$ cat src/source/mips_exec_pkg.sv
package mips_exec_pkg;

    typedef logic [31:0] word_t;    // Data word
    typedef logic [5:0]  opcode_t;  // instr[31:26]
    typedef logic [5:0]  funct_t;   // instr[5:0]
    typedef logic [4:0]  reg_idx_t; // Register index or REGIMM rt code
    typedef logic [4:0]  shamt_t;   // instr[10:6]
    typedef logic [1:0]  aluop_t;   // First level decode class

    localparam aluop_t ALUOP_MEM    = 2'b00; // Address add
    localparam aluop_t ALUOP_JUMP   = 2'b01; // Pass A through
    localparam aluop_t ALUOP_DECODE = 2'b10; // Look at opcode and funct

    typedef enum logic [4:0] {
        ALU_AND   = 5'b00000,
        ALU_OR    = 5'b00001,
        ALU_XOR   = 5'b00010,
        ALU_ADDU  = 5'b00011,
        ALU_SUBU  = 5'b00100, // Also BEQ with the branch flag
        ALU_SLTU  = 5'b00101,
        ALU_SLT   = 5'b00110,
        ALU_MULTU = 5'b00111,
        ALU_MULT  = 5'b01000,
        ALU_SLL   = 5'b01001,
        ALU_SLLV  = 5'b01010,
        ALU_SRA   = 5'b01011,
        ALU_SRL   = 5'b01100,
        ALU_SRAV  = 5'b01101,
        ALU_SRLV  = 5'b01110,
        ALU_DIV   = 5'b01111,
        ALU_DIVU  = 5'b10000,
        ALU_MTHI  = 5'b10001,
        ALU_MTLO  = 5'b10010,
        ALU_BLTZ  = 5'b10011,
        ALU_BGTZ  = 5'b10100,
        ALU_BGEZ  = 5'b10101,
        ALU_BNE   = 5'b10110,
        ALU_BLEZ  = 5'b10111,
        ALU_PASSA = 5'b11000,
        ALU_LUI   = 5'b11001,
        ALU_MFHI  = 5'b11010,
        ALU_MFLO  = 5'b11011
    } alu_ctrl_e;

    // Primary opcodes
    localparam opcode_t OP_RTYPE  = 6'h00;
    localparam opcode_t OP_REGIMM = 6'h01;
    localparam opcode_t OP_J      = 6'h02;
    localparam opcode_t OP_JAL    = 6'h03;
    localparam opcode_t OP_BEQ    = 6'h04;
    localparam opcode_t OP_BNE    = 6'h05;
    localparam opcode_t OP_BLEZ   = 6'h06;
    localparam opcode_t OP_BGTZ   = 6'h07;
    localparam opcode_t OP_ADDIU  = 6'h09;
    localparam opcode_t OP_SLTI   = 6'h0a;
    localparam opcode_t OP_SLTIU  = 6'h0b;
    localparam opcode_t OP_ANDI   = 6'h0c;
    localparam opcode_t OP_ORI    = 6'h0d;
    localparam opcode_t OP_XORI   = 6'h0e;
    localparam opcode_t OP_LUI    = 6'h0f;
    localparam opcode_t OP_LB     = 6'h20;
    localparam opcode_t OP_LH     = 6'h21;
    localparam opcode_t OP_LW     = 6'h23;
    localparam opcode_t OP_LBU    = 6'h24;
    localparam opcode_t OP_LHU    = 6'h25;
    localparam opcode_t OP_SB     = 6'h28;
    localparam opcode_t OP_SH     = 6'h29;
    localparam opcode_t OP_SW     = 6'h2b;

    // REGIMM rt field codes
    localparam reg_idx_t RT_BLTZ   = 5'b00000;
    localparam reg_idx_t RT_BGEZ   = 5'b00001;
    localparam reg_idx_t RT_BLTZAL = 5'b10000;
    localparam reg_idx_t RT_BGEZAL = 5'b10001;

endpackage
$ cat src/source/main_decoder.sv
`timescale 1ns/10ps
module main_decoder (
    input  mips_exec_pkg::opcode_t op,
    output mips_exec_pkg::aluop_t  aluop,
    output logic                   use_imm,
    output logic                   imm_zero_ext,
    output logic                   is_branch,
    output logic                   illegal_op
);

    always_comb begin
        aluop        = mips_exec_pkg::ALUOP_DECODE; // Second level decode by default
        use_imm      = 1'b0;
        imm_zero_ext = 1'b0;
        is_branch    = 1'b0;
        illegal_op   = 1'b0;
        case (op)
            mips_exec_pkg::OP_RTYPE: begin
                aluop = mips_exec_pkg::ALUOP_DECODE;  // Funct picks the op
            end
            mips_exec_pkg::OP_REGIMM,
            mips_exec_pkg::OP_BEQ,
            mips_exec_pkg::OP_BNE,
            mips_exec_pkg::OP_BLEZ,
            mips_exec_pkg::OP_BGTZ: begin
                is_branch = 1'b1;                     // Compare rs against rt or zero
            end
            mips_exec_pkg::OP_J,
            mips_exec_pkg::OP_JAL: begin
                aluop = mips_exec_pkg::ALUOP_JUMP;    // Target comes from outside
            end
            mips_exec_pkg::OP_ADDIU,
            mips_exec_pkg::OP_SLTI,
            mips_exec_pkg::OP_SLTIU: begin
                use_imm = 1'b1;                       // Sign extended immediate
            end
            mips_exec_pkg::OP_ANDI,
            mips_exec_pkg::OP_ORI,
            mips_exec_pkg::OP_XORI,
            mips_exec_pkg::OP_LUI: begin
                use_imm      = 1'b1;
                imm_zero_ext = 1'b1;                  // Logical ops take zero extension
            end
            mips_exec_pkg::OP_LB,
            mips_exec_pkg::OP_LH,
            mips_exec_pkg::OP_LW,
            mips_exec_pkg::OP_LBU,
            mips_exec_pkg::OP_LHU,
            mips_exec_pkg::OP_SB,
            mips_exec_pkg::OP_SH,
            mips_exec_pkg::OP_SW: begin
                aluop   = mips_exec_pkg::ALUOP_MEM;   // rs plus offset
                use_imm = 1'b1;
            end
            default: begin
                illegal_op = 1'b1;                    // Unsupported opcode
            end
        endcase
    end

    // Branches compare against rt, never against the immediate
    assert final (!(is_branch && use_imm));

endmodule

$ cat config.mk
export PLATFORM = sky130hd
export DESIGN_NAME = main_decoder
export DESIGN_NICKNAME = d
export VERILOG_FILES = /design/src/source/mips_exec_pkg.sv /design/src/source/main_decoder.sv
export SDC_FILE = /design/constraint.sdc
export NUM_CORES = 1
export LEC_CHECK = 0
export BUFFER_PORTS_ARGS = -buffer_cell sky130_fd_sc_hd__buf_2
export CORE_AREA = 2 2 39 41
export DETAILED_ROUTE_END_ITERATION = 16
export DIE_AREA = 0 0 41 43
export PLACE_DENSITY = 0.41
export REMOVE_ABC_BUFFERS = 1
export SYNTH_ARGS = -nofsm -noshare
export SYNTH_HDL_FRONTEND = slang
export SYNTH_SLANG_ARGS = --single-unit
$ cat constraint.sdc
create_clock -name vclk -period 1.6
set_clock_uncertainty 0.15 [all_clocks]
set_input_delay 0.08 -clock vclk [all_inputs]
set_output_delay 0.08 -clock vclk [all_outputs]
set_load 0.02 [all_outputs]
Word level (Yosys, flattened, before mapping). Index checks and enable logic that the tools add are counted. Widths: inputs -> output; s select.

Word-level logic and storage cells: 34. Output and inout bits: 6. Bits of input ports: 6. Flip-flop bits (word level): 0.

Reduce and logical (&&, ||, !) cells: 7. Equal/unequal tests: 22. Mux-type cells: 5.

Operators by type and width (number): $eq 6x6->1 const B (8); $eq 6x4->1 const B (7); $eq 6x3->1 const B (4); $reduce_or 23->1 (1); $reduce_or 15->1 (1); $eq 6x2->1 const B (2); $reduce_or 8->1 (1); $eq 6x1->1 const B (1); $logic_not 6->1 (1); $reduce_or 5->1 (1); $mux 1 (4); $pmux 2 s2 (1); $reduce_or 4->1 (1); $reduce_or 2->1 (1).

Longest topological paths before layout. Gate-level depths: netlist of run 1.

Depth after elaboration: 3. Mapped depth: 3. Mapped depth without buffers: 3.

Worst setup path after synthesis of run 1. OpenSTA, ideal clock, no wires.

Path type: input port to output port. Start point: in op[1]. End point: out aluop[0]. Arrival time: 0.917 ns. Required time: 1.370 ns. Cell stages on the path: 3. Path slack: 0.453 ns. Path buffers: 0. Cell sequence: inv_2 or4_4 nor2_1.

Longest elaborated chain between the ends: 3. Elaborated cells on any way between the ends: 13. Classes of those cells: eq/ne: 10; mux: 1; reduce/logical: 2.

Ends and longest elaborated chain: start: declaration (line main_decoder.sv:3) `input mips_exec_pkg::opcode_t op,`; $eq 6x6->1 or $eq 6x2->1 (tied branches) (line main_decoder.sv:17) `case (op)`; $reduce_or 8->1 or $reduce_or 2->1 (tied branches); $pmux 2 s2 * (line main_decoder.sv:17); end: declaration (line main_decoder.sv:4) `output mips_exec_pkg::aluop_t aluop,`.

Mark *: on every way between the ends. The rest lies on a longest branch, timed or not.

Worst setup path in the final report of run 1.
Start point: in op[1]. End point: out aluop[1].

Same word-level chain as after synthesis.

==> results of run 1 <==
worst min-delay path, cell delays in order:
cell	delay (ps)
buf_2	140
nor2_1	50
buf_2	140
per-stage QoR:
stage	worst slack, ps	area (µm²)	total power (W)	util (%)
2_1_floorplan	453.0	118.9	0.00002729	-
3_3_place_gp	281.2	198.9	0.00005371	14.38
3_5_place_dp	275.0	198.9	0.00005305	14.38
4_1_cts	276.4	198.9	0.00005327	14.38
5_1_grt	234.4	198.9	0.00005891	14.38
6_report	278.1	198.9	0.00005294	14.38
metal layers:
layer	vias up	global-route usage (%)	share of wire (%)
li1	103	-	-
met1	84	9.177	48
met2	14	5.000	37
met3	0	0.5236	15
met4	0	0	0
met5	-	0	0
area by class of cell:
class | count | area, µm² | area share (%)
well taps | 16 | 20.02 | 10.06
multi-input cells | 17 | 107.6 | 54.09
repair buffers | 12 | 60.06 | 30.19
inverters | 3 | 11.26 | 5.660
synth_stat cells, drive strengths merged:
cell and number:
nor3 1, or4 1, o21ai 1, o21bai 1
nor2 1, o22ai 1, nor2b 1, nor4 2
a21o 1, a21oi 3, inv 3, o31ai 2
a221oi 1, nand2 1
power breakdown:
group / internal, W / switching, W / leakage (nW)
sequential: 0 / 0 / 0
combinational: 0.0000200 / 0.0000330 / 0.0952
clock: 0 / 0 / 0
total: 0.0000200 / 0.0000330 / 0.0952
worst min path at each step:
stage                     startpoint        to  cells after the start
after floorplan                op[4]  aluop[0]                      1
after global placement         op[4]  aluop[0]                      3
after detailed placement       op[4]  aluop[0]                      3
after CTS                      op[4]  aluop[0]                      3
after global routing           op[4]  aluop[0]                      3
final                          op[4]  aluop[0]                      3
kinds of logic (layout without fill, tap and decap cells):
group,after synthesis,in the layout,synth area share [%]
AOI/OAI and AO/OA,10,10,54.73
and+or+nand+nor,7,7,35.78
buffers and inverters,3,15,9.473
==> metrics.yaml, run 1 <==
timing:
  setup_repair_after_global_routing_missed_its_margin: "no"
  setup_total_negative_slack_ps: 0
  fin_crit_sh_pct: 82.62
  tightest_slew_ps: 247.1
  setup_violations: 0
  slew_headroom_pct: 83.37
  max_freq_ghz: 0.7565
  timing_max_transition_violations_final: 0
  holdWs_ps: 342.9
  finalHoldViolCount: 0
  fin_crit_ps: 1322
route:
  totalWireLength_um: 420
  via_per_inst: 4.188
  via_count: 201
  drtPass1Iterations: 4
  drtAntennaViolNets: 0
  post-route-drc-count: 0
  drt_iter0_drc: 8
  post_drt_wl_per_cell_um: 8.750
layout:
  finalNonFillerCells: 48
  number_of_flip_flops_and_latches: 0
  area_growth_pct: 67.37
  most-common-layout-cells: "12 x buf_2, 3 x a21oi_1, 2 x inv_1, 2 x o31ai_1, 2 x nor4_1"
  area.sequential_um2: 0
  clkbuf_count: 0
  design.final.nets: 40
  insertedDiodeCount: 0
  fillCellCount: 159
  ratio_of_cells_with_drive_above_1_in_the_final_layout_pct: 43.75
  mostFrequentLayoutCell: "buf_2"
die:
  floorplan.io_pins: 12
  initial_core_util_pct: 8.590
  die-area_um2: 1763
  placement_rows: 14
  die-height_um: 43
  die_w_um: 41
  core_area_um2: 1384
run_status:
  status: "completed"
clock_tree:
  cts_repair_resize_count: 0
  post_cts.repair.setup_buffers: 0
  cts_hold_buf: 0
grt:
  antenna_violations_before_repair: 0
  grt_start_max_net_pins: 9
  groute.usage.overall_pct: 4.595
  via_count_of_the_first_global_routing_pass: 141
  grt_first_pass_wirelength_um: 614
  grt-ovfl-total: 0
worst_setup_path:
  cp_cell_sequence: "buf_2, inv_2, or4_4, a21o_1, buf_2"
  path_buf_inv: 3
  start_kind: "input pin"
  startpoint: "op[1]"
  cp.arrival_ps: 1090
  classification_of_the_worst_setup_path: "input pin to primary output"
  cpPeakStageDelay_ps: 520
  timing.critical_path.slowest_stage_cell: "or4_4"
  critical_path.endpoint_type: "primary output"
  setup.worst_path.end: "aluop[1]"
  cell_type_with_the_highest_occurrence_count_on_the_critical_path: "buf_2"
  worstSetupPathDepth: 5
  required_ps: 1370
  path_max_fanout: 5
  worst_path_dominant_cell_family: "simple AND/OR/NAND/NOR gates"
synthesis:
  instance_count_of_the_mapped_netlist: 20
  synthDominantCellAreaShare_pct: 12.63
  synth.yosys.seq_area_share_pct: 0
  post_synth_instance_area_um2: 118.9
  yosysWarnings: 0
  synthDistinctLibCells: 15
  yosys-top-cells-area: "a21oi_1 13%, o31ai_1 13%, nor4_1 11%, or4_4 9.5%, a221oi_1 7.4%"
  postSynthAreaPerCell_um2: 5.943
  synth_top_area_cell: "a21oi_1"
pwr:
  p_leak_nw: 0.09519
  power.density_nw_per_um2: 266.1
  worst_ir_drop_vdd_mv: 0.08846
placed_design:
  dp_cells: 48
  placement.io_buffers: 12
  routabilityCongestion: 0.6154
  detailed_place_hpwl_um: 349.3
job:
  drv.max_cap_violation_count: 0
hold_path:
  min-delay-path-class: "input pin to primary output"
No activity file was read; power rests on OpenSTA's default activity.
==> run 2: changes to the inputs <==
Clock period 1.6 ns to 1.4 ns, I/O delays scaled along.
==> run 2 against run 1 <==
Net effect:
- setup slack got worse by 180 ps
- count of clock-buffer cells in the layout did not move
- total power rose by 16%
- design area did not move
==> metrics.yaml, run 2 (same netlist as run 1, synthesis figures left out) <==
pwr:
  share_seq_of_total_power_pct: 0  # about the same
  power.net_switching_w: 0.00003837  # was 0.00003296 W
  worst_ir_drop_vdd_mv: 0.08418  # was 0.08846 mV
  power.share.clock_pct: 0  # about the same
  total_power_w: 0.00006120  # was 0.00005294 W
  power_switching_share_pct: 62.68  # was 62.27%
  cellInternalPower_w: 0.00002284  # was 0.00001998 W
  p_leak_nw: 0.09519  # unchanged
  power.density_nw_per_um2: 307.7  # was 266.1 nW/µm²
  power.combinational.fraction_pct: 100.0  # about the same
die:
  die-area_um2: 1763  # unchanged
  die-height_um: 43  # unchanged
  die_w_um: 41  # unchanged
  core_area_um2: 1384  # unchanged
  floorplan.io_pins: 12  # unchanged
  initial_core_util_pct: 8.590  # unchanged
  placement_rows: 14  # unchanged
route:
  post_drt_wl_per_cell_um: 9.146  # was 8.750 µm
  post-route-drc-count: 0  # unchanged
  drtAntennaViolNets: 0  # unchanged
  via_count: 209  # was 201
  drt_iter0_drc: 4  # was 8
  drtPass1Iterations: 4  # unchanged
  totalWireLength_um: 439  # was 420 µm
  via_per_inst: 4.354  # was 4.188
placed_design:
  routabilityCongestion: 0.6845  # was 0.6154
  placement.io_buffers: 12  # unchanged
  detailed_place_hpwl_um: 356.6  # was 349.3 µm
  dp_cells: 48  # unchanged
timing:
  setup_repair_after_global_routing_missed_its_margin: "no"  # unchanged
  fin_crit_sh_pct: 93.17
  timing_max_transition_violations_final: 0  # unchanged
  fin_crit_ps: 1304
  tightest_slew_ps: 229.8  # was 247.1 ps
  max_freq_ghz: 0.7667
  slew_headroom_pct: 84.54  # was 83.37%
  finalHoldViolCount: 0  # unchanged
  setup_violations: 0  # unchanged
  setup_total_negative_slack_ps: 0  # unchanged
  holdWs_ps: 322.2  # was 342.9 ps
hold_path:
  min-delay-path-class: "input pin to primary output"  # unchanged
grt:
  grt-ovfl-total: 0  # unchanged
  via_count_of_the_first_global_routing_pass: 154  # was 141
  grt_start_max_net_pins: 9  # unchanged
  antenna_violations_before_repair: 0  # unchanged
  grt_first_pass_wirelength_um: 641  # was 614 µm
  groute.usage.overall_pct: 4.695  # was 4.595%
clock_tree:
  cts_hold_buf: 0  # unchanged
  cts_repair_resize_count: 0  # unchanged
  post_cts.repair.setup_buffers: 0  # unchanged
layout:
  ratio_of_cells_with_drive_above_1_in_the_final_layout_pct: 43.75  # unchanged
  area.sequential_um2: 0  # unchanged
  number_of_flip_flops_and_latches: 0  # unchanged
  finalNonFillerCells: 48  # unchanged
  most-common-layout-cells: "12 x buf_2, 3 x a21oi_1, 2 x inv_1, 2 x o31ai_1, 2 x nor4_1"  # unchanged
  fillCellCount: 169  # was 159
  insertedDiodeCount: 0  # unchanged
  area_growth_pct: 67.37  # unchanged
  mostFrequentLayoutCell: "buf_2"  # unchanged
  finish.utilization_pct: 14.38  # unchanged
  design.final.nets: 40  # unchanged
  clkbuf_count: 0  # unchanged
worst_setup_path:
  cell_type_with_the_highest_occurrence_count_on_the_critical_path: "buf_2"  # unchanged
  critical_path.endpoint_type: "primary output"  # unchanged
  cp_cell_sequence: "buf_2, inv_2, or4_4, a21o_1, buf_2"  # unchanged
  start_kind: "input pin"  # unchanged
  path_max_fanout: 5  # unchanged
  cp.arrival_ps: 1080  # was 1090 ps
  classification_of_the_worst_setup_path: "input pin to primary output"  # unchanged
  required_ps: 1180  # was 1370 ps
  cpPeakStageDelay_ps: 520  # about the same
  timing.critical_path.slowest_stage_cell: "or4_4"  # unchanged
run_status:
  status: "completed"  # unchanged
job:
  drv.max_cap_violation_count: 0  # unchanged
[run 2: cell counts in the layout (fill, tap and decap cells not counted)]
No cell type changed its count.
[run 2: final timing paths]
kind,slack [ps],startpoint,endpoint,cells after the start
worst min-delay path,320,op[4],aluop[0],3
worst max-delay path,100,op[1],aluop[1],5
[run 2: layer usage]
layer / up-vias / GRT usage (%) / share of wire, %
met1: 94 / 9.177 / 52
met4: 0 / 0 / 0
li1: 104 / - / -
met5: - / 0 / 0
met2: 11 / 5.625 / 37
met3: 0 / 0 / 11
[run 2: layout make-up]
class	count	area [µm²]	share of cell area, %
multi-input combinational	17	107.6	54.09
timing repair buffer	12	60.06	30.19
tap	16	20.02	10.06
inverter	3	11.26	5.660
[run 2: power groups by stage]
| stage | Combinational, W | Sequential (W) | Clock, W |
|---|---|---|---|
| finish | 0.0000612 | 0 | 0 |
| global route | 0.0000667 | 0 | 0 |
| CTS | 0.0000612 | 0 | 0 |
| detailed placement | 0.0000609 | 0 | 0 |
| global placement | 0.0000615 | 0 | 0 |
| floorplan | 0.0000312 | 0 | 0 |
[run 2: per-stage QoR]
step / area [µm²] / worst slack [ps]
final: 198.9 / 95.68
after CTS: 198.9 / 98.58
after global placement: 198.9 / 109.0
after global routing: 198.9 / 62.78
after detailed placement: 198.9 / 101.8
after floorplan: 118.9 / 273.0
[run 2: worst max-delay path: cells and delay by family]
family,cells,cell delay [ps]
compound gates,1,170
buf+inv,3,320
simple gates,1,520
==> run 3: changes to the inputs <==
Settings changed: ABC_CLOCK_PERIOD_IN_PS set to 1400, RECOVER_POWER set to 100.
==> run 3 against run 2 <==
Net effect:
- total power is 2.5% lower
- first-iteration DRC count is 25% lower
- combinational power is 3% lower
- sequential share of layout area did not move
- global-route usage unchanged
- non-clock buffer count unchanged
- setup slack lost 13 ps
- cell count unchanged
- maximum frequency shrank 0.97%
- count of clock-buffer cells in the layout stayed put
- via count decreased by 0.48%
- largest cell class unchanged
- highest routed layer unchanged
==> metrics.yaml, run 3 (same netlist as run 1, synthesis figures left out) <==
placed_design:
  placement.io_buffers: 12  # unchanged
  routabilityCongestion: 0.6845  # unchanged
  detailed_place_hpwl_um: 356.6  # unchanged
die:
  placement_rows: 14  # unchanged
  floorplan.io_pins: 12  # unchanged
  die-height_um: 43  # unchanged
  die-area_um2: 1763  # unchanged
  initial_core_util_pct: 8.590  # unchanged
  die_w_um: 41  # unchanged
  core_area_um2: 1384  # unchanged
route:
  drtPass1Iterations: 4  # unchanged
  post_drt_wl_per_cell_um: 9.250  # was 9.146 µm
  totalWireLength_um: 444  # was 439 µm
  via_per_inst: 4.333  # was 4.354
  post-route-drc-count: 0  # unchanged
  via_count: 208  # was 209
  drt_iter0_drc: 3  # was 4
  drtAntennaViolNets: 0  # unchanged
job:
  drv.max_cap_violation_count: 0  # unchanged
pwr:
  share_seq_of_total_power_pct: 0  # about the same
  power.combinational.fraction_pct: 100.0  # about the same
  p_leak_nw: 0.07658  # was 0.09519 nW
  power_switching_share_pct: 64.71  # was 62.68%
  power.share.clock_pct: 0  # about the same
  worst_ir_drop_vdd_mv: 0.08318  # was 0.08418 mV
  power.density_nw_per_um2: 309.5  # was 307.7 nW/µm²
  cellInternalPower_w: 0.00002105  # was 0.00002284 W
  power.net_switching_w: 0.00003860  # was 0.00003837 W
timing:
  timing_max_transition_violations_final: 0  # unchanged
  setup_total_negative_slack_ps: 0  # unchanged
  slew_headroom_pct: 83.51  # was 84.54%
  finalHoldViolCount: 0  # unchanged
  setup_repair_after_global_routing_missed_its_margin: "no"  # unchanged
  fin_crit_ps: 1317  # was 1304 ps
  max_freq_ghz: 0.7592  # was 0.7667 GHz
  fin_crit_sh_pct: 94.08  # was 93.17%
  tightest_slew_ps: 245.1  # was 229.8 ps
  setup_violations: 0  # unchanged
layout:
  design.final.nets: 40  # unchanged
  ratio_of_cells_with_drive_above_1_in_the_final_layout_pct: 28.13  # was 43.75%
  mostFrequentLayoutCell: "buf_2"  # unchanged
  clkbuf_count: 0  # unchanged
  fillCellCount: 168  # was 169
  area_growth_pct: 62.11  # was 67.37%
  insertedDiodeCount: 0  # unchanged
  number_of_flip_flops_and_latches: 0  # unchanged
  most-common-layout-cells: "7 x buf_2, 5 x clkbuf_1, 3 x a21oi_1"  # was 12 x buf_2, 3 x a21oi_1, 2 x inv_1, 2 x o31ai_1, 2 x nor4_1
  finish.utilization_pct: 13.92  # was 14.38%
  area.sequential_um2: 0  # unchanged
worst_setup_path:
  cp.arrival_ps: 1100  # was 1080 ps
  required_ps: 1180  # about the same
  critical_path.endpoint_type: "primary output"  # unchanged
  start_kind: "input pin"  # unchanged
  classification_of_the_worst_setup_path: "input pin to primary output"  # unchanged
  path_max_fanout: 5  # unchanged
hold_path:
  worst_hold_startpoint: "op[4]"  # unchanged
  worst_hold_path.num_cells: 3  # unchanged
  min-delay-path-class: "input pin to primary output"  # unchanged
  holdPathEnd: "aluop[0]"  # unchanged
grt:
  grt_first_pass_wirelength_um: 641  # unchanged
  grt_start_max_net_pins: 9  # unchanged
  via_count_of_the_first_global_routing_pass: 154  # unchanged
  groute.usage.overall_pct: 4.695  # unchanged
  grt-ovfl-total: 0  # unchanged
  antenna_violations_before_repair: 0  # unchanged
clock_tree:
  cts_hold_buf: 0  # unchanged
  cts_repair_resize_count: 0  # unchanged
  post_cts.repair.setup_buffers: 0  # unchanged
run_status:
  status: "completed"  # unchanged
==> run 3: changes by cell type in the layout (fill, tap and decap cells not counted) <==
cell      change
clkbuf_1      +5
buf_2         -5
==> run 3: worst max-delay path: stages <==
cell      delay (ps)
buf_2            130
inv_2             40
or4_4            520
nor2_1           100
clkbuf_1         230
==> run 3: cell type report <==
class	count	area, µm²	share of cell area, %
multi-input combinational	17	107.6	55.84
timing repair buffer	12	53.80	27.92
tap	16	20.02	10.39
inverter	3	11.26	5.844
==> run 3: worst max path at each step <==
stage	to	slack, ps	from
2_1_floorplan	aluop[0]	270	op[1]
3_3_place_gp	aluop[1]	110	op[1]
3_5_place_dp	aluop[1]	100	op[1]
4_1_cts	aluop[1]	100	op[1]
5_1_grt	aluop[0]	40	op[1]
6_report	aluop[0]	80	op[1]
==> run 3: per-layer routing <==
layer  global-route usage [%]  vias to the layer above  part of all wire, %  routed length (µm)
met2                    5.625                       11                   36                 162
met1                    9.177                       93                   52                 233
li1                         -                      104                    -                   -
met3                        0                        0                   11                  48
met5                        0                        -                    0                   0
met4                        0                        0                    0                   0
==> run 3: power groups by stage <==
stage	combinational, W	sequential (W)	clock, W
2_1_floorplan	0.0000312	0	0
3_3_place_gp	0.0000615	0	0
3_5_place_dp	0.0000609	0	0
4_1_cts	0.0000612	0	0
5_1_grt	0.0000651	0	0
6_report	0.0000596	0	0
==> run 3: stage by stage <==
stage / std cells / power [W] / cell area (µm²) / setup slack [ps] / hold slack [ps]
5_1_grt: 48 / 0.00006513 / 192.7 / 39.66 / 357.3
4_1_cts: 48 / 0.00006119 / 198.9 / 98.58 / 326.2
6_report: 48 / 0.00005965 / 192.7 / 82.89 / 335.6
2_1_floorplan: 20 / 0.00003119 / 118.9 / 273.0 / 69.79
3_3_place_gp: 48 / 0.00006148 / 198.9 / 109.0 / 326.3
3_5_place_dp: 48 / 0.00006092 / 198.9 / 101.8 / 324.0
