--- src/source/mips_exec_pkg.sv ---
package mips_exec_pkg;

    typedef logic [31:0] word_t;    // Data word
    typedef logic [5:0]  opcode_t;  // instr[31:26]
    typedef logic [5:0]  funct_t;   // instr[5:0]
    typedef logic [4:0]  reg_idx_t; // Register index or REGIMM rt code
    typedef logic [4:0]  shamt_t;   // instr[10:6]
    typedef logic [1:0]  aluop_t;   // First level decode class

    localparam aluop_t ALUOP_MEM    = 2'b00; // Address add
    localparam aluop_t ALUOP_JUMP   = 2'b01; // Pass A through
    localparam aluop_t ALUOP_DECODE = 2'b10; // Look at opcode and funct

    typedef enum logic [4:0] {
        ALU_AND   = 5'b00000,
        ALU_OR    = 5'b00001,
        ALU_XOR   = 5'b00010,
        ALU_ADDU  = 5'b00011,
        ALU_SUBU  = 5'b00100, // Also BEQ with the branch flag
        ALU_SLTU  = 5'b00101,
        ALU_SLT   = 5'b00110,
        ALU_MULTU = 5'b00111,
        ALU_MULT  = 5'b01000,
        ALU_SLL   = 5'b01001,
        ALU_SLLV  = 5'b01010,
        ALU_SRA   = 5'b01011,
        ALU_SRL   = 5'b01100,
        ALU_SRAV  = 5'b01101,
        ALU_SRLV  = 5'b01110,
        ALU_DIV   = 5'b01111,
        ALU_DIVU  = 5'b10000,
        ALU_MTHI  = 5'b10001,
        ALU_MTLO  = 5'b10010,
        ALU_BLTZ  = 5'b10011,
        ALU_BGTZ  = 5'b10100,
        ALU_BGEZ  = 5'b10101,
        ALU_BNE   = 5'b10110,
        ALU_BLEZ  = 5'b10111,
        ALU_PASSA = 5'b11000,
        ALU_LUI   = 5'b11001,
        ALU_MFHI  = 5'b11010,
        ALU_MFLO  = 5'b11011
    } alu_ctrl_e;

    // Primary opcodes
    localparam opcode_t OP_RTYPE  = 6'h00;
    localparam opcode_t OP_REGIMM = 6'h01;
    localparam opcode_t OP_J      = 6'h02;
    localparam opcode_t OP_JAL    = 6'h03;
    localparam opcode_t OP_BEQ    = 6'h04;
    localparam opcode_t OP_BNE    = 6'h05;
    localparam opcode_t OP_BLEZ   = 6'h06;
    localparam opcode_t OP_BGTZ   = 6'h07;
    localparam opcode_t OP_ADDIU  = 6'h09;
    localparam opcode_t OP_SLTI   = 6'h0a;
    localparam opcode_t OP_SLTIU  = 6'h0b;
    localparam opcode_t OP_ANDI   = 6'h0c;
    localparam opcode_t OP_ORI    = 6'h0d;
    localparam opcode_t OP_XORI   = 6'h0e;
    localparam opcode_t OP_LUI    = 6'h0f;
    localparam opcode_t OP_LB     = 6'h20;
    localparam opcode_t OP_LH     = 6'h21;
    localparam opcode_t OP_LW     = 6'h23;
    localparam opcode_t OP_LBU    = 6'h24;
    localparam opcode_t OP_LHU    = 6'h25;
    localparam opcode_t OP_SB     = 6'h28;
    localparam opcode_t OP_SH     = 6'h29;
    localparam opcode_t OP_SW     = 6'h2b;

    // REGIMM rt field codes
    localparam reg_idx_t RT_BLTZ   = 5'b00000;
    localparam reg_idx_t RT_BGEZ   = 5'b00001;
    localparam reg_idx_t RT_BLTZAL = 5'b10000;
    localparam reg_idx_t RT_BGEZAL = 5'b10001;

endpackage
--- src/source/alu_decoder.sv ---
`timescale 1ns/10ps
module alu_decoder (
    input  mips_exec_pkg::aluop_t    aluop,
    input  mips_exec_pkg::opcode_t   op,
    input  mips_exec_pkg::funct_t    funct,
    input  mips_exec_pkg::reg_idx_t  dest,
    output mips_exec_pkg::alu_ctrl_e alu_ctrl,
    output logic                     illegal_fn
);

    always_comb begin
        alu_ctrl   = mips_exec_pkg::ALU_PASSA; // Safe value for anything unlisted
        illegal_fn = 1'b0;
        case (aluop)
            mips_exec_pkg::ALUOP_MEM:  alu_ctrl = mips_exec_pkg::ALU_ADDU;  // Effective address
            mips_exec_pkg::ALUOP_JUMP: alu_ctrl = mips_exec_pkg::ALU_PASSA; // J and JAL
            mips_exec_pkg::ALUOP_DECODE: begin
                case (op)
                    mips_exec_pkg::OP_LUI:   alu_ctrl = mips_exec_pkg::ALU_LUI;
                    mips_exec_pkg::OP_BEQ:   alu_ctrl = mips_exec_pkg::ALU_SUBU; // Equal test
                    mips_exec_pkg::OP_BLEZ:  alu_ctrl = mips_exec_pkg::ALU_BLEZ;
                    mips_exec_pkg::OP_BGTZ:  alu_ctrl = mips_exec_pkg::ALU_BGTZ;
                    mips_exec_pkg::OP_BNE:   alu_ctrl = mips_exec_pkg::ALU_BNE;
                    mips_exec_pkg::OP_ADDIU: alu_ctrl = mips_exec_pkg::ALU_ADDU;
                    mips_exec_pkg::OP_ANDI:  alu_ctrl = mips_exec_pkg::ALU_AND;
                    mips_exec_pkg::OP_ORI:   alu_ctrl = mips_exec_pkg::ALU_OR;
                    mips_exec_pkg::OP_XORI:  alu_ctrl = mips_exec_pkg::ALU_XOR;
                    mips_exec_pkg::OP_SLTI:  alu_ctrl = mips_exec_pkg::ALU_SLT;
                    mips_exec_pkg::OP_SLTIU: alu_ctrl = mips_exec_pkg::ALU_SLTU;
                    mips_exec_pkg::OP_REGIMM: begin
                        case (dest)  // rt field holds the branch kind
                            mips_exec_pkg::RT_BGEZ,
                            mips_exec_pkg::RT_BGEZAL: alu_ctrl = mips_exec_pkg::ALU_BGEZ;
                            mips_exec_pkg::RT_BLTZ,
                            mips_exec_pkg::RT_BLTZAL: alu_ctrl = mips_exec_pkg::ALU_BLTZ;
                            default: illegal_fn = 1'b1;
                        endcase
                    end
                    mips_exec_pkg::OP_RTYPE: begin
                        case (funct)
                            6'h21: alu_ctrl = mips_exec_pkg::ALU_ADDU;
                            6'h23: alu_ctrl = mips_exec_pkg::ALU_SUBU;
                            6'h24: alu_ctrl = mips_exec_pkg::ALU_AND;
                            6'h25: alu_ctrl = mips_exec_pkg::ALU_OR;
                            6'h26: alu_ctrl = mips_exec_pkg::ALU_XOR;
                            6'h2a: alu_ctrl = mips_exec_pkg::ALU_SLT;
                            6'h2b: alu_ctrl = mips_exec_pkg::ALU_SLTU;
                            6'h19: alu_ctrl = mips_exec_pkg::ALU_MULTU;
                            6'h18: alu_ctrl = mips_exec_pkg::ALU_MULT;
                            6'h00: alu_ctrl = mips_exec_pkg::ALU_SLL;   // Also the NOP encoding
                            6'h04: alu_ctrl = mips_exec_pkg::ALU_SLLV;
                            6'h03: alu_ctrl = mips_exec_pkg::ALU_SRA;
                            6'h02: alu_ctrl = mips_exec_pkg::ALU_SRL;
                            6'h07: alu_ctrl = mips_exec_pkg::ALU_SRAV;
                            6'h06: alu_ctrl = mips_exec_pkg::ALU_SRLV;
                            6'h1a: alu_ctrl = mips_exec_pkg::ALU_DIV;
                            6'h1b: alu_ctrl = mips_exec_pkg::ALU_DIVU;
                            6'h11: alu_ctrl = mips_exec_pkg::ALU_MTHI;
                            6'h13: alu_ctrl = mips_exec_pkg::ALU_MTLO;
                            6'h10: alu_ctrl = mips_exec_pkg::ALU_MFHI;
                            6'h12: alu_ctrl = mips_exec_pkg::ALU_MFLO;
                            6'h08,
                            6'h09: alu_ctrl = mips_exec_pkg::ALU_PASSA; // JR and JALR give rs
                            default: illegal_fn = 1'b1;
                        endcase
                    end
                    default: illegal_fn = 1'b1;  // Opcode with no second level entry
                endcase
            end
            default: illegal_fn = 1'b1;
        endcase
    end

    // Main decoder only produces three classes
    assert final (aluop != 2'b11);

endmodule

--- config.mk ---
export PLATFORM = sky130hd
export DESIGN_NAME = alu_decoder
export DESIGN_NICKNAME = d
export VERILOG_FILES = /design/src/source/mips_exec_pkg.sv /design/src/source/alu_decoder.sv
export SDC_FILE = /design/constraint.sdc
export NUM_CORES = 1
export LEC_CHECK = 0
export BUFFER_PORTS_ARGS = -buffer_cell sky130_fd_sc_hd__buf_2
export CAP_MARGIN = 20
export CORE_MARGIN = 3
export CORE_UTILIZATION = 35
export DETAILED_ROUTE_END_ITERATION = 8
export SYNTH_ARGS = -nofsm -noshare
export SYNTH_HDL_FRONTEND = slang
export SYNTH_SLANG_ARGS = --single-unit
--- constraint.sdc ---
create_clock -name vclk -period 1
set_input_delay 0.05 -clock vclk [all_inputs]
set_output_delay 0.05 -clock vclk [all_outputs]
set_load 0.02 [all_outputs]
# Yosys cells after proc, flatten, opt, wreduce, memory -nomap -nowiden
# Cells that the tools add are included.
[op_classes]
eq_ne = 39
n_mux = 8
n_reduce_logical = 10
[ops]
columns = ["op", "n"]
rows = [
  ["5-bit case mux with 21 select lines", 1],
  ["5-bit case mux with 13 select lines", 1],
  ["6-bit by 4-bit == test with 1-bit output, second input constant", 9],
  ["6-bit by 5-bit == test with 1-bit output, second input constant", 8],
  ["6-bit by 3-bit == test with 1-bit output, second input constant", 7],
  ["6-bit == test, second input constant", 7],
  ["23-bit OR reduction", 1],
  ["6-bit by 2-bit == test with 1-bit output, second input constant", 2],
  ["6-bit zero test", 2],
  ["11-bit OR reduction", 1],
  ["5-bit == test, second input constant", 2],
  ["5-bit case mux with 2 select lines", 1],
  ["4-bit case mux with 2 select lines", 1],
  ["6-bit by 1-bit == test with 1-bit output, second input constant", 1],
  ["2-bit OR reduction", 3],
  ["5-bit by 1-bit == test with 1-bit output, second input constant", 1],
  ["5-bit zero test", 1],
  ["4-bit OR reduction", 1],
  ["1-bit case mux with 3 select lines", 1],
  ["2-bit by 1-bit == test with 1-bit output, second input constant", 1],
  ["2-bit == test, second input constant", 1],
  ["2-bit zero test", 1],
  ["1-bit two-way mux", 2],
  ["1-bit case mux with 2 select lines", 1],
]
[totals]
ff_bits = 0
input_bits = 19
out_inout_bits = 6

# Logic depth before layout (Yosys ltp)
# Gate-level depths: netlist of run 1.
[depth]
word_depth = 5
ltp_mapped = 6

# Least setup slack after synthesis of run 1
# Ideal clock, no wire load.
[synth_timing]
kind = "input to output"
startpoint = "in op[2]"
endpoint = "out alu_ctrl[3]"
t_arrival_ps = 1316
setup_slack_ps = -366
path_stages = 5
path_buffers = 1
path_cell_list = "clkbuf_1 nor2_1 nand3_1 a311o_1 a41oi_1"
[synth_via]
elab_chain_len = 3
[synth_rtl]
columns = ["element", "line_no", "source"]
rows = [
  ["start, declared", "alu_decoder.sv:4", "input mips_exec_pkg::opcode_t op,"],
  ["6-bit by 1-bit == test with 1-bit output, or another cell as far along", "alu_decoder.sv:18", "case (op)"],
  ["5-bit case mux with 13 select lines *", "alu_decoder.sv:18", ""],
  ["5-bit case mux with 2 select lines *", "alu_decoder.sv:14", "case (aluop)"],
  ["end, declared", "alu_decoder.sv:7", "output mips_exec_pkg::alu_ctrl_e alu_ctrl,"],
]
# Mark *: on every way between the ends. The rest lies on a longest branch, timed or not.

# Worst setup path after layout of run 1
[layout_timing]
startpoint = "in funct[1]"
endpoint = "out alu_ctrl[1]"
[layout_via]
elab_chain_len = 4
[layout_rtl]
columns = ["element", "line_no", "source"]
rows = [
  ["start, declared", "alu_decoder.sv:5", "input mips_exec_pkg::funct_t funct,"],
  ["6-bit by 5-bit == test with 1-bit output, or another cell as far along", "alu_decoder.sv:40", "case (funct)"],
  ["5-bit case mux with 21 select lines *", "alu_decoder.sv:40", ""],
  ["5-bit case mux with 13 select lines *", "alu_decoder.sv:18", ""],
  ["5-bit case mux with 2 select lines *", "alu_decoder.sv:14", ""],
]
# Marks and branches as above.

==> flow_summary.rst, run 1 <==
.. list-table::
   :header-rows: 1

   * - Metric
     - Value
   * - Outcome
     - finished with violations
   * - Failing checks
     - setup timing
   * - Utilization of the core after routing
     - 79.4%
   * - Vias post-DR
     - 1,141
   * - Share of the synthesized area in compound gates (AO/OA/AOI/OAI)
     - 42.9%
   * - Data arrival time of the critical path
     - 1.47 ns
   * - Average wire length per cell after detail routing
     - 16.6 microns
   * - Worst max-slew margin expressed relative to the limit
     - 76.4%
   * - Finished Cell Area
     - 1430 sq um
   * - Largest family of logic cells by synthesized area
     - simple AND/OR/NAND/NOR gates
   * - Number of hold-slack violations in the final timing report
     - 0
   * - IO buf count
     - 24
   * - Leftover overflow at the end of global routing
     - 0
   * - Die height
     - 50.7 microns
   * - Worst Setup Start Kind
     - input port
   * - Post-route DRC violation count
     - 0
   * - Post-synthesis instance total
     - 113
   * - Static leakage
     - 0.608 nW
   * - Most frequent cell after synthesis
     - sky130_fd_sc_hd__nand2_1
   * - Mean instance size in the synthesized netlist
     - 6.20 sq um
   * - Nets
     - 194
   * - Starting utilization of the core area
     - 38.9%
   * - Tightest hold margin
     - 0.443 ns
   * - Vias in the first global route
     - 1,223
   * - Cell area after synthesis
     - 701 sq um
   * - Worst setup path startpoint
     - funct[1]
   * - Die footprint
     - 2570 sq um
   * - Max capacitance violation total
     - 0
   * - Number of max-slew violations in the final report
     - 0
   * - Warnings from Yosys
     - 0
   * - Post-synth top area share
     - 7.14%
   * - Synthesized-area fraction occupied by xor and xnor cells
     - 0%
   * - Largest driver fanout on the critical path
     - 5
   * - Placed cell area
     - 1170 sq um
   * - Die width
     - 50.7 microns
   * - Sequential fraction of the synthesis area
     - 0%
   * - Net count after synthesis
     - 132
   * - Seq Cell Count
     - 0
   * - Overall Global Routing Usage
     - 24.9%
   * - Fmax achieved
     - 659 MHz
   * - Overall power of the completed layout
     - 0.591 mW
   * - Area of all sequential standard cells
     - 0 sq um
   * - Worst hold path type
     - input port to primary output
   * - Layout Area Growth over Synthesis
     - 104%
   * - Cell depth of the worst min-delay path
     - 3
   * - Cell types with the highest counts after synthesis
     - sky130_fd_sc_hd__nand2_1 (11), sky130_fd_sc_hd__a21oi_1 (9), sky130_fd_sc_hd__nor2_1 (9), sky130_fd_sc_hd__nand2b_1 (8), sky130_fd_sc_hd__o21ai_0 (8)
   * - Layout clock buffer count
     - 0
   * - Netlist cell types
     - 44
   * - Maximum number of pins on one net before global-route repair
     - 12
   * - Final clock period utilization by the worst path
     - 152%
   * - Critical hold path startpoint
     - aluop[1]
   * - Aggregate routed wire length
     - 3280 microns
   * - Min setup slack post-route
     - -0.517 ns
   * - Detailed router's first-iteration violation count
     - 36
   * - Setup repair after global routing missed its margin
     - yes
   * - I/O pin cnt
     - 25
   * - Gpl congestion
     - 0.877
   * - Number of antenna violations at the first check in global routing
     - 0
   * - Placed wire-length estimate after detailed placement
     - 2120 microns
   * - Type of destination of the critical path
     - primary output
   * - Post-synth top area cell
     - sky130_fd_sc_hd__nand2b_1
   * - Final critical path time including I/O delays and setup
     - 1.52 ns
   * - Number of optimization iterations in the first detailed-route pass
     - 4
   * - Simple-gate area share of the yosys netlist
     - 45.0%
   * - Layout Cells excl Fill
     - 198
   * - Post-DRT Antenna Nets
     - 0
   * - Via-per-instance ratio
     - 5.76
   * - Worst Hold End
     - illegal_fn
   * - Worst slew pin tran
     - 0.353 ns
   * - Dpl cells
     - 191
   * - Count of standard-cell rows
     - 15
   * - Worst vdd rail ir drop
     - 0.000314 V
   * - Global-route wire length before repair
     - 5110 microns
   * - Required time of the critical path
     - 0.95 ns
   * - Ratio of total power to cell area
     - 413 nW/um^2
   * - Multiplexer share of the synthesized area
     - 2.86%
   * - Total core area
     - 1800 sq um
   * - Proportion of layout cells with a drive suffix above 1
     - 61.3%
   * - Classification of the worst setup path
     - input port to primary output
   * - Endpoints failing setup
     - 6
   * - Post-Synth Adder-Cell Area
     - 0%
   * - Diodes inserted
     - 0
   * - Top cells by area in the synthesized netlist
     - sky130_fd_sc_hd__nand2b_1 (7.1%), sky130_fd_sc_hd__a21oi_1 (6.4%), sky130_fd_sc_hd__nand2_1 (5.9%), sky130_fd_sc_hd__o21ai_0 (5.7%), sky130_fd_sc_hd__buf_2 (5.0%)
[metrics by stage]
step                setup TNS (ns)  worst slack, ns
detailed placement           -2.64           -0.491
global placement             -2.51           -0.457
global route                 -2.61           -0.529
floorplan                   -0.924           -0.194
finish                       -2.35           -0.517
CTS                          -2.14           -0.410
[where the power goes]
| group | switching (mW) | internal (mW) | total, mW | leakage (nW) |
|---|---|---|---|---|
| Clock | 0 | 0 | 0 | 0 |
| Sequential | 0 | 0 | 0 | 0 |
| Combinational | 0.279 | 0.312 | 0.591 | 0.608 |
| Total | 0.279 | 0.312 | 0.591 | 0.608 |
[how the worst max path moves through the flow]
stage,to,slack [ns]
after floorplan,alu_ctrl[3],-0.19
after global placement,alu_ctrl[1],-0.46
after detailed placement,alu_ctrl[1],-0.49
after CTS,alu_ctrl[0],-0.41
after global routing,alu_ctrl[1],-0.53
final,alu_ctrl[1],-0.52
[timing repair]
item | CTS | global route
setup buffers | 6 | 0
cloned | 1 | 0
setup endpoints to repair | 6 | 6
pin swaps | 20 | 13
gates resized for setup | 44 | 10
hold buffers | 0 | 0
[critical path: stages]
cell and delay (ns):
sky130_fd_sc_hd__buf_8 0.11, sky130_fd_sc_hd__or4b_1 0.51, sky130_fd_sc_hd__o21ai_1 0.10, sky130_fd_sc_hd__o22ai_1 0.11, sky130_fd_sc_hd__o22a_1 0.27, sky130_fd_sc_hd__o21ai_4 0.17
sky130_fd_sc_hd__buf_6 0.14
[cell type report]
cell class                 instances  area [sq um]
inverter                           4          17.5
timing repair buffer              70           583
multi-input combinational         99           800
fill                             128           370
tap                               25          31.3
[placed cells by master (no fill, tap or decap), types with 2 or more instances in the layout]
cell,netlist,layout
sky130_fd_sc_hd__nor2_1,9,5
sky130_fd_sc_hd__nand3b_1,2,2
sky130_fd_sc_hd__o211ai_1,2,2
sky130_fd_sc_hd__buf_8,0,4
sky130_fd_sc_hd__nand4_1,2,2
sky130_fd_sc_hd__nand2b_4,0,3
sky130_fd_sc_hd__o21ai_1,1,2
sky130_fd_sc_hd__nor2b_4,0,3
sky130_fd_sc_hd__nand2_1,11,10
sky130_fd_sc_hd__nor2_2,0,3
sky130_fd_sc_hd__nand3_1,4,3
sky130_fd_sc_hd__nand2b_1,8,5
sky130_fd_sc_hd__or3_1,2,2
sky130_fd_sc_hd__a31oi_1,2,2
sky130_fd_sc_hd__a21oi_1,9,3
sky130_fd_sc_hd__buf_2,7,12
sky130_fd_sc_hd__o22ai_1,3,3
sky130_fd_sc_hd__a21oi_2,0,6
sky130_fd_sc_hd__buf_6,0,10
sky130_fd_sc_hd__buf_4,1,43
sky130_fd_sc_hd__o21ai_0,8,5
sky130_fd_sc_hd__nor3_1,2,2
sky130_fd_sc_hd__and3_1,3,2
sky130_fd_sc_hd__inv_1,4,3
[cells by family after synthesis]
| group | after synthesis |
|---|---|
| AND/OR/NAND/NOR | 56 |
| multiplexers | 2 |
| buffers and inverters | 14 |
| AO/OA/AOI/OAI | 41 |
[metal layers]
layer	up-vias	routed length, microns	track usage [%]
li1	549	-	-
met1	531	1270	26.2
met2	51	1790	51.3
met3	10	157	1.19
met4	0	65	7.62
met5	-	0	0
(Power assumes the default switching activity.)
==> run 2: changes to the inputs <==
--- a/config.mk
+++ b/config.mk
@@ -10,6 +10,7 @@
 export CORE_MARGIN = 3
 export CORE_UTILIZATION = 35
 export DETAILED_ROUTE_END_ITERATION = 8
+export SLEW_MARGIN = 20
 export SYNTH_ARGS = -nofsm -noshare
 export SYNTH_HDL_FRONTEND = slang
 export SYNTH_SLANG_ARGS = --single-unit
==> constraint.sdc (replaced) <==
create_clock -name vclk -period 1.9
set_input_delay 0.095 -clock vclk [all_inputs]
set_output_delay 0.095 -clock vclk [all_outputs]
set_load 0.02 [all_outputs]
==> flow_summary.rst, run 2 (synthesis results as in run 1) <==
.. list-table::
   :header-rows: 1

   * - Metric
     - Value
   * - Outcome
     - complete, no violations
   * - Diodes inserted
     - 0
   * - Total core area
     - 1800 sq um
   * - Nets
     - 148
   * - Average wire length per cell after detail routing
     - 12.7 microns
   * - Most frequent cells in the layout
     - sky130_fd_sc_hd__buf_2 (24), sky130_fd_sc_hd__nand2_1 (11), sky130_fd_sc_hd__nor2_1 (9), sky130_fd_sc_hd__a21oi_1 (9)
   * - Utilization of the core after routing
     - 44.5%
   * - Min setup slack post-route
     - 0.265 ns
   * - Placed cell area
     - 802 sq um
   * - Type of destination of the critical path
     - primary output
   * - Filler Cells Inserted
     - 199
   * - Critical hold path startpoint
     - aluop[1]
   * - Commonest non-fill, non-tap cell in the layout
     - sky130_fd_sc_hd__buf_2
   * - Worst hold path type
     - input port to primary output
   * - Share of total power consumed by net switching
     - 61.4%
   * - Quantity of hold-fixing buffers added after cts
     - 0
   * - Post-CTS sizing
     - 0
   * - Max capacitance violation total
     - 0
   * - Static leakage
     - 0.303 nW
   * - Largest driver fanout on the critical path
     - 16
   * - Pint
     - 0.0604 mW
   * - Layout Area Growth over Synthesis
     - 14.5%
   * - Fmax achieved
     - 611 MHz
   * - Area of all sequential standard cells
     - 0 sq um
   * - Overall Global Routing Usage
     - 15.5%
   * - Starting utilization of the core area
     - 38.9%
   * - Vias post-DR
     - 894
   * - Finished Cell Area
     - 802 sq um
   * - Gpl congestion
     - 0.835
   * - Die width
     - 50.7 microns
   * - Worst max-slew margin expressed relative to the limit
     - 72.8%
   * - Vias in the first global route
     - 753
   * - I/O pin cnt
     - 25
   * - Classification of the worst setup path
     - input port to primary output
   * - Data arrival time of the critical path
     - 1.54 ns
   * - Die footprint
     - 2570 sq um
   * - Worst Hold End
     - alu_ctrl[2]
   * - Switch Pwr
     - 0.0960 mW
   * - Aggregate routed wire length
     - 1930 microns
   * - IO buf count
     - 24
   * - Cell depth of the worst min-delay path
     - 4
   * - Worst vdd rail ir drop
     - 0.0000891 V
   * - Final clock period utilization by the worst path
     - 86.1%
   * - Layout clock buffer count
     - 0
   * - Via-per-instance ratio
     - 5.88
   * - Seq Cell Count
     - 0
   * - Final critical path time including I/O delays and setup
     - 1.64 ns
   * - Number of antenna violations at the first check in global routing
     - 0
   * - Overall power of the completed layout
     - 0.156 mW
   * - Ratio of total power to cell area
     - 195 nW/um^2
   * - Setup repair after global routing missed its margin
     - no
   * - Leftover overflow at the end of global routing
     - 0
   * - Dpl cells
     - 152
   * - Number of buffers inserted by post-CTS setup repair
     - 0
   * - Clock power share
     - 0%
   * - Post-route DRC violation count
     - 0
   * - Maximum number of pins on one net before global-route repair
     - 17
   * - Number of hold-slack violations in the final timing report
     - 0
   * - Number of max-slew violations in the final report
     - 0
   * - Die height
     - 50.7 microns
   * - Required time of the critical path
     - 1.80 ns
   * - Global-route wire length before repair
     - 3350 microns
   * - Setup tns final
     - 0 ns
   * - Tightest hold margin
     - 0.539 ns
   * - Layout Cells excl Fill
     - 152
   * - Proportion of layout cells with a drive suffix above 1
     - 24.4%
   * - Count of standard-cell rows
     - 15
   * - Placed wire-length estimate after detailed placement
     - 1510 microns
   * - Post-Place Setup Slack
     - 0.262 ns
   * - Power share of the sequential group
     - 0%
   * - Worst slew pin tran
     - 0.406 ns
   * - Worst Setup Start Kind
     - input port
   * - Endpoints failing setup
     - 0
   * - Detailed router's first-iteration violation count
     - 67
   * - Comb pwr share
     - 100.0%
   * - Number of optimization iterations in the first detailed-route pass
     - 4
   * - Post-DRT Antenna Nets
     - 0
## run 2: changes by cell type in the layout (fill, tap and decap cells not counted), sizes merged
| cell | change |
|---|---|
| buf | -46 |
## run 2: worst max path at each step
stage / start / endpoint
after detailed placement: funct[0] / alu_ctrl[0]
after CTS: funct[0] / alu_ctrl[0]
after floorplan: op[2] / alu_ctrl[3]
after global routing: funct[0] / illegal_fn
final: funct[0] / alu_ctrl[0]
after global placement: funct[0] / alu_ctrl[0]
## run 2: final cells by class
type | count | area (sq um) | area share [%]
inverters | 4 | 15.0 | 1.87
multi-input cells | 99 | 636 | 79.3
well taps | 25 | 31.3 | 3.90
repair buffers | 24 | 120 | 15.0
## run 2: critical path, cell delays in order
cell and delay (ns):
sky130_fd_sc_hd__buf_2 0.18, sky130_fd_sc_hd__or3_4 0.43, sky130_fd_sc_hd__a2111oi_4 0.35, sky130_fd_sc_hd__a311o_2 0.17, sky130_fd_sc_hd__nand4_1 0.09, sky130_fd_sc_hd__nand2_1 0.07
sky130_fd_sc_hd__buf_2 0.16
## run 2: per-layer routing
layer,part of all wire [%],track usage (%)
met1,48,25.6
met2,44,23.0
met3,7.3,0.297
met4,0,0
met5,0,0
## run 2: power by group through the flow
| stage | Combinational (mW) | Sequential [mW] | Clock, mW |
|---|---|---|---|
| 6_report | 0.156 | 0 | 0 |
| 5_1_grt | 0.174 | 0 | 0 |
| 4_1_cts | 0.155 | 0 | 0 |
| 3_5_place_dp | 0.154 | 0 | 0 |
| 3_3_place_gp | 0.154 | 0 | 0 |
| 2_1_floorplan | 0.112 | 0 | 0 |
==> run 3: changes to the inputs <==
--- a/config.mk
+++ b/config.mk
@@ -10,6 +10,7 @@
 export CORE_MARGIN = 3
 export CORE_UTILIZATION = 35
 export DETAILED_ROUTE_END_ITERATION = 8
+export GPL_TIMING_DRIVEN = 0
 export SLEW_MARGIN = 20
 export SYNTH_ARGS = -nofsm -noshare
 export SYNTH_HDL_FRONTEND = slang
==> constraint.sdc (replaced) <==
create_clock -name vclk -period 2.1
set_input_delay 0.105 -clock vclk [all_inputs]
set_output_delay 0.105 -clock vclk [all_outputs]
set_load 0.02 [all_outputs]
==> flow_summary.rst, run 3 (synthesis results as in run 1) <==
.. list-table::
   :header-rows: 1

   * - Metric
     - Value
   * - Outcome
     - complete, no violations
   * - Maximum number of pins on one net before global-route repair
     - 11
   * - GR peak layer
     - met1
   * - Layout Area Growth over Synthesis
     - 19.5%
   * - Total core area
     - 1800 sq um
   * - Nets
     - 155
   * - Die height
     - 50.7 microns
   * - Number of antenna violations at the first check in global routing
     - 0
   * - Filler Cells Inserted
     - 216
   * - Classification of the worst setup path
     - input port to primary output
   * - IO buf count
     - 21
   * - Critical hold path startpoint
     - aluop[1]
   * - Global-route wire length before repair
     - 3620 microns
   * - Max capacitance violation total
     - 0
   * - Placed cell area
     - 837 sq um
   * - Final critical path time including I/O delays and setup
     - 1.61 ns
   * - Average wire length per cell after detail routing
     - 13.2 microns
   * - Final clock period utilization by the worst path
     - 76.5%
   * - Area of all sequential standard cells
     - 0 sq um
   * - Worst setup path startpoint
     - funct[5]
   * - I/O pin cnt
     - 25
   * - Number of optimization iterations in the first detailed-route pass
     - 4
   * - Worst vdd rail ir drop
     - 0.0000802 V
   * - Detailed router's first-iteration violation count
     - 31
   * - Starting utilization of the core area
     - 38.9%
   * - Seq Cell Count
     - 0
   * - Layout Cells excl Fill
     - 159
   * - Gpl congestion
     - 0.861
   * - Worst Setup Start Kind
     - input port
   * - Number of hold-slack violations in the final timing report
     - 0
   * - Utilization of the core after routing
     - 46.5%
   * - Ratio of total power to cell area
     - 179 nW/um^2
   * - Global-route track usage on met3
     - 1.19%
   * - Layout clock buffer count
     - 0
   * - Diodes inserted
     - 0
   * - Post-route DRC violation count
     - 0
   * - Overall Global Routing Usage
     - 16.9%
   * - Setup repair after global routing missed its margin
     - no
   * - Met1 GRT Util
     - 27.4%
   * - Vias post-DR
     - 951
   * - Required time of the critical path
     - 2.00 ns
   * - Placed wire-length estimate after detailed placement
     - 1660 microns
   * - Type of destination of the critical path
     - primary output
   * - Worst slew pin tran
     - 0.453 ns
   * - Count of standard-cell rows
     - 15
   * - Post-DRT Antenna Nets
     - 0
   * - Setup tns final
     - 0 ns
   * - Finished Cell Area
     - 837 sq um
   * - Die width
     - 50.7 microns
   * - Vias in the first global route
     - 777
   * - Endpoints failing setup
     - 0
   * - Commonest non-fill, non-tap cell in the layout
     - sky130_fd_sc_hd__buf_2
   * - Leftover overflow at the end of global routing
     - 0
   * - Largest driver fanout on the critical path
     - 10
   * - Worst hold path type
     - input port to primary output
   * - Static leakage
     - 0.326 nW
   * - Number of buffers inserted by post-CTS setup repair
     - 0
   * - Post-CTS sizing
     - 0
   * - Die footprint
     - 2570 sq um
   * - Worst max-slew margin expressed relative to the limit
     - 69.0%
   * - GR Layer Usage met2
     - 25.2%
   * - Most frequent cells in the layout
     - sky130_fd_sc_hd__buf_2 (28), sky130_fd_sc_hd__nand2_1 (11), sky130_fd_sc_hd__nor2_1 (9), sky130_fd_sc_hd__a21oi_1 (9)
   * - Aggregate routed wire length
     - 2090 microns
   * - Via-per-instance ratio
     - 5.98
   * - Tightest hold margin
     - 0.561 ns
   * - Dpl cells
     - 159
   * - Proportion of layout cells with a drive suffix above 1
     - 26.9%
   * - Fmax achieved
     - 622 MHz
   * - Quantity of hold-fixing buffers added after cts
     - 0
   * - Data arrival time of the critical path
     - 1.50 ns
   * - Number of max-slew violations in the final report
     - 0
-- run 3: cell count changes in the layout (fill, tap and decap cells not counted) --
cell,delta
sky130_fd_sc_hd__buf_2,+4
sky130_fd_sc_hd__buf_4,+1
sky130_fd_sc_hd__clkbuf_1,+2
-- run 3: final timing paths --
path | endpoint | slack (ns) | cells past startpoint
max | alu_ctrl[2] | 0.49 | 8
min | alu_ctrl[2] | 0.56 | 4
-- run 3: final cells by class --
| class | count | area [sq um] | area share (%) |
|---|---|---|---|
| tap | 25 | 31.3 | 3.74 |
| buffer | 10 | 50.0 | 5.98 |
| timing repair buffer | 21 | 105 | 12.6 |
| multi-input combinational | 99 | 636 | 75.9 |
| inverter | 4 | 15.0 | 1.79 |
-- run 3: report_power, final --
group          leakage [nW]  internal (mW)  switching [mW]  total, mW
logic                 0.326         0.0593          0.0902      0.150
clock network             0              0               0          0
registers                 0              0               0          0
total                 0.326         0.0593          0.0902      0.150
-- run 3: critical path: stages --
cell and delay (ns):
sky130_fd_sc_hd__buf_2 0.11, sky130_fd_sc_hd__buf_2 0.17, sky130_fd_sc_hd__nor2b_1 0.17, sky130_fd_sc_hd__a221o_1 0.35, sky130_fd_sc_hd__o22ai_2 0.14, sky130_fd_sc_hd__o211ai_1 0.12, sky130_fd_sc_hd__a21oi_1 0.14, sky130_fd_sc_hd__buf_2 0.18
-- run 3: per-stage QoR --
stage               power (mW)  setup slack, ns
finish                   0.150            0.493
detailed placement       0.147            0.511
global route             0.166            0.362
CTS                      0.148            0.501
global placement         0.147            0.509
floorplan                0.102            0.624
-- run 3: layer usage --
metal / share of wire (%) / vias up
met5: 0 / -
met4: 0 / 0
met3: 9.8 / 0
met2: 42 / 43
met1: 48 / 437
li1: - / 471
